--- src/hdl/core_settings.svh ---
`ifndef CORE_SETTINGS_SVH
`define CORE_SETTINGS_SVH

// Datapath widths
`define CORE_XLEN       32
`define CORE_NUM_REGS   32
`define CORE_REG_AW     5

// Fetch side
`define CORE_RESET_PC   32'h1c000000
`define CORE_PC_STEP    32'd4

// 3R forms, matched on instr[31:15]
`define CORE_OP_ADD_W   17'h00020
`define CORE_OP_SUB_W   17'h00022
`define CORE_OP_SLT     17'h00024
`define CORE_OP_SLTU    17'h00025
`define CORE_OP_AND     17'h00029
`define CORE_OP_OR      17'h0002a
`define CORE_OP_XOR     17'h0002b

`define CORE_OP_ADDI_W  10'h00a  // instr[31:22]
`define CORE_OP_LU12I_W 7'h0a    // instr[31:25]

`endif
--- src/hdl/core_pkg.sv ---
`default_nettype none

`include "core_settings.svh"

package core_pkg;

    typedef logic [`CORE_XLEN-1:0]   word_t;
    typedef logic [`CORE_REG_AW-1:0] reg_addr_t;
    typedef logic [31:0]             instr_t;

    typedef enum logic [3:0] {
        alu_add,
        alu_sub,
        alu_and,
        alu_or,
        alu_xor,
        alu_slt,
        alu_sltu,
        alu_lui,
        alu_none
    } alu_op_e;

    // Four-phase port, ack is high exactly in hs_acked
    typedef enum logic {
        hs_idle,
        hs_acked
    } hs_state_e;

    typedef struct packed {
        logic      valid;
        word_t     pc;
        alu_op_e   alu_op;
        reg_addr_t rj;
        reg_addr_t rk;
        reg_addr_t rd;
        word_t     imm;      // Already extended or shifted
        logic      use_imm;  // imm replaces the rk operand
        logic      wen;
    } decode_pkt_t;

    typedef struct packed {
        logic      valid;
        word_t     pc;
        reg_addr_t rd;
        logic      wen;
        word_t     result;
    } exec_pkt_t;

    // Same fields as the debug0_wb_* trace
    typedef struct packed {
        logic      valid;
        word_t     pc;
        logic      wen;
        reg_addr_t wnum;
        word_t     wdata;
    } commit_t;

    typedef struct packed {
        logic      we;
        reg_addr_t waddr;
        word_t     wdata;
    } rf_write_t;

endpackage

`default_nettype wire

--- src/hdl/core_top.sv ---
`default_nettype none

`include "core_settings.svh"

module core_top (
    input  wire               clk,
    input  wire               rst_i,
    input  wire               instr_req_i,
    input  core_pkg::instr_t  instr_data_i,
    output logic              instr_ack_o,
    output core_pkg::commit_t commit_o
);
    import core_pkg::*;

    decode_pkt_t dec_pkt;
    exec_pkt_t   exe_pkt;
    rf_write_t   rf_wr;
    reg_addr_t   rf_raddr_a;
    reg_addr_t   rf_raddr_b;
    word_t       rf_rdata_a;
    word_t       rf_rdata_b;

    instr_decode u_instr_decode (
        .clk          (clk),
        .rst_i        (rst_i),
        .instr_req_i  (instr_req_i),
        .instr_data_i (instr_data_i),
        .instr_ack_o  (instr_ack_o),
        .dec_o        (dec_pkt)
    );

    // Operands are read in execute
    regfile u_regfile (
        .clk       (clk),
        .rst_i     (rst_i),
        .raddr_a_i (rf_raddr_a),
        .raddr_b_i (rf_raddr_b),
        .rdata_a_o (rf_rdata_a),
        .rdata_b_o (rf_rdata_b),
        .wr_i      (rf_wr)
    );

    int_execute u_int_execute (
        .clk          (clk),
        .rst_i        (rst_i),
        .dec_i        (dec_pkt),
        .rf_raddr_a_o (rf_raddr_a),
        .rf_raddr_b_o (rf_raddr_b),
        .rf_rdata_a_i (rf_rdata_a),
        .rf_rdata_b_i (rf_rdata_b),
        .exe_o        (exe_pkt)
    );

    commit_stage u_commit_stage (
        .clk      (clk),
        .rst_i    (rst_i),
        .exe_i    (exe_pkt),
        .rf_wr_o  (rf_wr),
        .commit_o (commit_o)  // Trace port
    );

endmodule

`default_nettype wire

--- src/hdl/commit_stage.sv ---
`default_nettype none

`include "core_settings.svh"

module commit_stage (
    input  wire                 clk,
    input  wire                 rst_i,
    input  core_pkg::exec_pkt_t exe_i,
    output core_pkg::rf_write_t rf_wr_o,
    output core_pkg::commit_t   commit_o
);
    import core_pkg::*;

    commit_t commit_q;
    logic    retire_we;

    // Retirement point, regfile takes the write on the same edge as the trace
    assign retire_we = exe_i.valid && exe_i.wen;

    assign rf_wr_o.we    = retire_we;
    assign rf_wr_o.waddr = exe_i.rd;
    assign rf_wr_o.wdata = exe_i.result;

    always_ff @(posedge clk) begin
        if (exe_i.valid) begin
            commit_q.pc    <= exe_i.pc;
            commit_q.wen   <= retire_we;
            commit_q.wnum  <= exe_i.rd;
            commit_q.wdata <= exe_i.result;
        end
        if (rst_i) begin
            commit_q.valid <= 1'b0;
        end else begin
            commit_q.valid <= exe_i.valid;  // Single cycle pulse per instruction
        end
    end

    assign commit_o = commit_q;

endmodule

`default_nettype wire

--- src/hdl/int_execute.sv ---
`default_nettype none

`include "core_settings.svh"

module int_execute (
    input  wire                   clk,
    input  wire                   rst_i,
    input  core_pkg::decode_pkt_t dec_i,
    output core_pkg::reg_addr_t   rf_raddr_a_o,
    output core_pkg::reg_addr_t   rf_raddr_b_o,
    input  core_pkg::word_t       rf_rdata_a_i,
    input  core_pkg::word_t       rf_rdata_b_i,
    output core_pkg::exec_pkt_t   exe_o
);
    import core_pkg::*;

    exec_pkt_t exe_q;
    logic      fwd_a;
    logic      fwd_b;
    word_t     reg_a;
    word_t     reg_b;
    word_t     src_a;
    word_t     src_b;
    word_t     result;
    logic      lt_signed;
    logic      lt_unsigned;

    assign rf_raddr_a_o = dec_i.rj;
    assign rf_raddr_b_o = dec_i.rk;

    // The instruction in exe_q has not reached the regfile yet
    // wen is already clear for rd == 0
    assign fwd_a = exe_q.valid && exe_q.wen && (exe_q.rd == dec_i.rj);
    assign fwd_b = exe_q.valid && exe_q.wen && (exe_q.rd == dec_i.rk);

    assign reg_a = fwd_a ? exe_q.result : rf_rdata_a_i;
    assign reg_b = fwd_b ? exe_q.result : rf_rdata_b_i;

    assign src_a = reg_a;
    assign src_b = dec_i.use_imm ? dec_i.imm : reg_b;

    assign lt_signed   = $signed(src_a) < $signed(src_b);
    assign lt_unsigned = src_a < src_b;

    always_comb begin
        case (dec_i.alu_op)
            alu_add:  result = src_a + src_b;
            alu_sub:  result = src_a - src_b;
            alu_and:  result = src_a & src_b;
            alu_or:   result = src_a | src_b;
            alu_xor:  result = src_a ^ src_b;
            alu_slt:  result = {{(`CORE_XLEN-1){1'b0}}, lt_signed};
            alu_sltu: result = {{(`CORE_XLEN-1){1'b0}}, lt_unsigned};
            alu_lui:  result = dec_i.imm;  // Immediate passes straight through
            default:  result = '0;
        endcase
    end

    always_ff @(posedge clk) begin
        if (dec_i.valid) begin
            exe_q.pc     <= dec_i.pc;
            exe_q.rd     <= dec_i.rd;
            exe_q.wen    <= dec_i.wen;
            exe_q.result <= result;
        end
        if (rst_i) begin
            exe_q.valid <= 1'b0;
        end else begin
            exe_q.valid <= dec_i.valid;
        end
    end

    assign exe_o = exe_q;

endmodule

`default_nettype wire

--- src/hdl/regfile.sv ---
`default_nettype none

`include "core_settings.svh"

module regfile (
    input  wire                 clk,
    input  wire                 rst_i,
    input  core_pkg::reg_addr_t raddr_a_i,
    input  core_pkg::reg_addr_t raddr_b_i,
    output core_pkg::word_t     rdata_a_o,
    output core_pkg::word_t     rdata_b_o,
    input  core_pkg::rf_write_t wr_i
);
    import core_pkg::*;

    word_t regs [`CORE_NUM_REGS];

    always_ff @(posedge clk) begin
        if (rst_i) begin
            for (int i = 0; i < `CORE_NUM_REGS; i++) begin
                regs[i] <= '0;
            end
        end else if (wr_i.we && (wr_i.waddr != '0)) begin
            regs[wr_i.waddr] <= wr_i.wdata;
        end
    end

    // r0 is hardwired
    assign rdata_a_o = (raddr_a_i == '0) ? '0 : regs[raddr_a_i];
    assign rdata_b_o = (raddr_b_i == '0) ? '0 : regs[raddr_b_i];

endmodule

`default_nettype wire

--- src/hdl/instr_decode.sv ---
`default_nettype none

`include "core_settings.svh"

module instr_decode (
    input  wire                  clk,
    input  wire                  rst_i,
    input  wire                  instr_req_i,
    input  core_pkg::instr_t     instr_data_i,
    output logic                 instr_ack_o,
    output core_pkg::decode_pkt_t dec_o
);
    import core_pkg::*;

    hs_state_e   state_q;
    word_t       pc_q;
    decode_pkt_t dec_q;
    decode_pkt_t dec_d;
    alu_op_e     op_3r;
    logic        capture;

    // A new instruction is taken only from idle
    assign capture     = (state_q == hs_idle) && instr_req_i;
    assign instr_ack_o = (state_q == hs_acked);

    always_ff @(posedge clk) begin
        if (rst_i) begin
            state_q <= hs_idle;
        end else begin
            case (state_q)
                hs_idle:  if (instr_req_i) state_q <= hs_acked;
                hs_acked: if (!instr_req_i) state_q <= hs_idle;  // Drop ack after req falls
                default:  state_q <= hs_idle;
            endcase
        end
    end

    always_ff @(posedge clk) begin
        if (rst_i) begin
            pc_q <= `CORE_RESET_PC;
        end else if (capture) begin
            pc_q <= pc_q + `CORE_PC_STEP;
        end
    end

    // 3R opcode lookup
    always_comb begin
        case (instr_data_i[31:15])
            `CORE_OP_ADD_W: op_3r = alu_add;
            `CORE_OP_SUB_W: op_3r = alu_sub;
            `CORE_OP_SLT:   op_3r = alu_slt;
            `CORE_OP_SLTU:  op_3r = alu_sltu;
            `CORE_OP_AND:   op_3r = alu_and;
            `CORE_OP_OR:    op_3r = alu_or;
            `CORE_OP_XOR:   op_3r = alu_xor;
            default:        op_3r = alu_none;
        endcase
    end

    always_comb begin
        dec_d        = '0;
        dec_d.pc     = pc_q;
        dec_d.rd     = instr_data_i[4:0];
        dec_d.rj     = instr_data_i[9:5];
        dec_d.rk     = instr_data_i[14:10];
        dec_d.alu_op = alu_none;
        if (instr_data_i[31:22] == `CORE_OP_ADDI_W) begin
            dec_d.alu_op  = alu_add;
            dec_d.imm     = {{20{instr_data_i[21]}}, instr_data_i[21:10]};  // si12
            dec_d.use_imm = 1'b1;
        end else if (instr_data_i[31:25] == `CORE_OP_LU12I_W) begin
            dec_d.alu_op  = alu_lui;
            dec_d.imm     = {instr_data_i[24:5], 12'h000};  // si20 << 12
            dec_d.use_imm = 1'b1;
        end else begin
            dec_d.alu_op = op_3r;
        end
        // Unknown ops and writes to r0 retire without a write
        dec_d.wen = (dec_d.alu_op != alu_none) && (dec_d.rd != '0);
    end

    always_ff @(posedge clk) begin
        if (capture) begin
            dec_q <= dec_d;
        end
        if (rst_i) begin
            dec_q.valid <= 1'b0;
        end else begin
            dec_q.valid <= capture;  // One cycle per capture
        end
    end

    assign dec_o = dec_q;

endmodule

`default_nettype wire

--- config.mk ---
export PLATFORM = sky130hd
export DESIGN_NAME = core_top
export DESIGN_NICKNAME = d
export VERILOG_FILES = /design/src/hdl/core_pkg.sv /design/src/hdl/core_top.sv /design/src/hdl/commit_stage.sv /design/src/hdl/int_execute.sv /design/src/hdl/regfile.sv /design/src/hdl/instr_decode.sv
export VERILOG_INCLUDE_DIRS = /design/src /design/src/hdl
export SDC_FILE = /design/constraint.sdc
export NUM_CORES = 2
export LEC_CHECK = 0
export BUFFER_PORTS_ARGS = -buffer_cell sky130_fd_sc_hd__buf_2
export CAP_MARGIN = 25
export CORE_MARGIN = 4
export CORE_UTILIZATION = 45
export CTS_CLUSTER_SIZE = 10
export DETAILED_ROUTE_END_ITERATION = 8
export HOLD_SLACK_MARGIN = 0.02
export SYNTH_ARGS = -nofsm -noshare
export SYNTH_HDL_FRONTEND = slang
export SYNTH_SLANG_ARGS = --single-unit
--- constraint.sdc ---
create_clock -name clk -period 6 [get_ports clk]
set_input_delay 1.2 -clock clk [delete_from_list [all_inputs] [get_ports clk]]
set_output_delay 1.2 -clock clk [all_outputs]
set_load 0.02 [all_outputs]
==> impl_metrics.tcl <==
set metrics [dict create \
    portBuffers 104 \
    worst_setup_path_end_kind "register" \
    initial_utilization 0.4525 \
    synth.avg_cell_area_um2 15.04 \
    p_per_area_nw_per_um2 299.2 \
    clk_path_buf_depth 3 \
    grtUsageTotal 0.2880 \
    ir_drop_v 0.0003082 \
    synth_cells 4565 \
    synthArstFlopShare 0 \
    cts-buffers-inserted 151 \
    grt_pass1_wl_um 322500 \
    die_w_um 398.6 \
    worst_slew_pin_slew_ns 1.087 \
    ys_seq_area_frac 0.5565 \
    clk_latency_ns 0.82 \
    ys.flop_type "edfxtp_1" \
    setup_viol 0 \
    drive_gt1_frac 0.2753 \
    io_pins 107 \
    whs_ns 0.4085 \
    drv_cap 0 \
    finalHoldViolCount 0 \
    cts_root_buf "clkbuf_16" \
    gp_congestion 0.9683 \
    reg2reg_slack_ns 0.36 \
    cp_max_fo 23 \
    post_cts_resized 0 \
    finClkSkew_ns 0.04770 \
    cts_hold_buf 0 \
    max_freq_mhz 177.4 \
    core_area_um2 151700 \
    fin_crit_ns 5.638 \
    drt_first_pass_iters 8 \
    synth_edf_count 1243 \
    worstPathArrival_ns 6.15 \
    rows 143 \
    post_cts_buffers 0 \
    dieArea_um2 158900 \
    cts_tree "yes" \
    hold_class "reg -> reg" \
    slew_violations 0 \
    area_delta_synth_final_pct 12.59 \
    worstPathRequired_ns 6.51 \
    yosys_warnings 0 \
    rsz0062_at_grt "false" \
    clk_pin_slew_ns 0.07 \
    routedWlPerCell_um 33.64 \
    slew_headroom 0.2737 \
    worstSetupPathType "reg -> reg" \
    antenna_left 0 \
    post-route-period-util 0.9396 \
    synth_cell_types 87 \
    finalWirelength_um 228400 \
    grt_pass1_vias 42700 \
    syn-cell-area_um2 68660 \
    hold_start "u_instr_decode.dec_o[78]" \
    dp_hpwl_um 145500 \
    status "completed" \
    fillers 12650 \
    startpoint_type "register" \
    grt_max_degree 70 \
    drc 0 \
    setup_tns_ns 0 \
    avgViaCountPerCell 6.333 \
    fin_nets 4815 \
    p_leak_nw 27.82 \
    die_h_um 398.6 \
    cts_num_sinks 1287 \
    antenna_found_initial 26 \
    grt-ovfl-total 0 \
    drt_iter0_drc 6294 \
    num_vias 43010 \
    synth-seq-cells 1287 \
    htree_levels 4 \
]
==> cell type report <==
type	instances	area [um2]	area share
timing repair buffer	347	2880	0.03726
multi-input combinational	2792	28790	0.3725
clock inverter	20	410.4	0.005309
sequential	1287	38250	0.4948
tap	2030	2540	0.03286
clock buffer	212	4048	0.05236
antenna	6	15.01	0.0001942
inverter	97	364.1	0.004710
==> worst max-delay path: stages, from the launching register on <==
cell,delay [ns]
dfxtp_4,0.39
buf_12,0.24
buf_4,0.33
mux4_2,0.53
mux4_2,0.54
mux2i_1,0.15
o21ai_0,0.09
mux2_2,0.33
ha_1,0.36
a211oi_1,0.29
o21bai_1,0.18
o311ai_1,0.62
and2_2,0.28
nor2_1,0.06
nor2_1,0.27
o21ai_0,0.16
nor2b_1,0.17
xnor2_1,0.18
o221ai_1,0.15
==> final timing paths <==
path                                                 to  cells past startpoint
worst min register to register  u_int_execute.exe_o[63]                      0
worst min-delay path            u_int_execute.exe_o[63]                      0
worst max-delay path            u_int_execute.exe_o[19]                     18
worst max register to register  u_int_execute.exe_o[19]                     18
==> registers in the layout, indices dropped and copies added (netlist names), named ones only <==
register and cells:
u_int_execute.exe_o 69, u_instr_decode.pc_q 30, u_commit_stage.commit_o 69, u_instr_decode.dec_o 84
u_instr_decode.instr_ack_o 1, u_regfile.regs 1024
==> cell families (layout without fill, tap and decap cells) <==
| family | after synthesis | count (layout) | synth area share |
|---|---|---|---|
| mux | 752 | 752 | 0.2270 |
| buf+inv | 519 | 676 | 0.02992 |
| compound gates | 396 | 396 | 0.03743 |
| other cells | 1 | 40 | 0.00005462 |
| simple gates | 1445 | 1445 | 0.1221 |
| xor+xnor | 61 | 61 | 0.007782 |
| flops | 1287 | 1287 | 0.5565 |
| fa+ha+maj | 104 | 104 | 0.01917 |
==> where the power goes <==
group | total [W] | switching [W] | internal [W]
registers | 0.0104 | 0.000270 | 0.0102
logic | 0.00415 | 0.00244 | 0.00171
clock network | 0.00853 | 0.00377 | 0.00476
==> Yosys cell counts, types with 16 or more instances <==
cell         n  area [um2]
mux4_2     640       14410
mux2_2      41       461.7
ha_1       102        1276
nor2b_1     16       100.1
mux2i_1     71       710.7
a21oi_1     78       390.4
o21ai_0    144       720.7
and2_1    1006        6294
buf_2       61       305.3
edfxtp_1  1243       37330
clkbuf_1   339        1272
a21o_1      33       247.7
buf_1       16       60.06
a221oi_1    22       192.7
nor2_1     148       555.5
nand3_1     16       80.08
inv_1       94       352.8
nand2_1    130       488.0
or2_2       32       200.2
nor3_1      20       100.1
dfxtp_1     44       880.8
xnor2_1     33       289.0
xor2_1      28       245.2
==> per-layer routing <==
metal	track usage	share of wire	vias to the layer above
li1	-	-	17600
met1	0.4054	0.40	22530
met2	0.4481	0.46	2408
met3	0.05319	0.093	469
met4	0.1115	0.043	4
met5	0	0.00011	-
==> through the flow <==
stage / total power, W / worst slack, ns / instances / util / instance area [um2]
4_1_cts: 0.02320 / 0.4329 / 6784 / 0.5092 / 77260
3_5_place_dp: 0.01472 / 0.4336 / 6552 / 0.4798 / 72800
5_1_grt: 0.02388 / 0.1131 / 6789 / 0.5094 / 77290
3_3_place_gp: 0.01469 / 0.4712 / 6543 / 0.4785 / 72600
2_1_floorplan: 0.01320 / 0.08247 / 4598 / - / 68780
6_report: 0.02313 / 0.3623 / 6791 / 0.5095 / 77300
==> cell usage in the layout, fill, tap and decap left out, types with 12 or more instances in the layout <==
cell and instances:
a21oi_1 78, a21o_1 33, mux2_2 41, conb_1 34, ha_1 102, nand2_1 130, buf_4 204, or2_2 32
clkbuf_1 57, nor2_4 31, o21ai_0 144, dfxtp_1 32, nor2b_1 15, nand4_1 13, buf_12 34, nor3_1 16
clkbuf_16 151, and2_1 1006, edfxtp_1 1243, buf_2 103, nor2_1 117, xor2_1 28, o31ai_1 12, nand3_1 16
xnor2_1 33, mux4_2 640, mux2i_1 71, inv_1 94, a221oi_1 22
No activity file was read; power rests on OpenSTA's default activity.
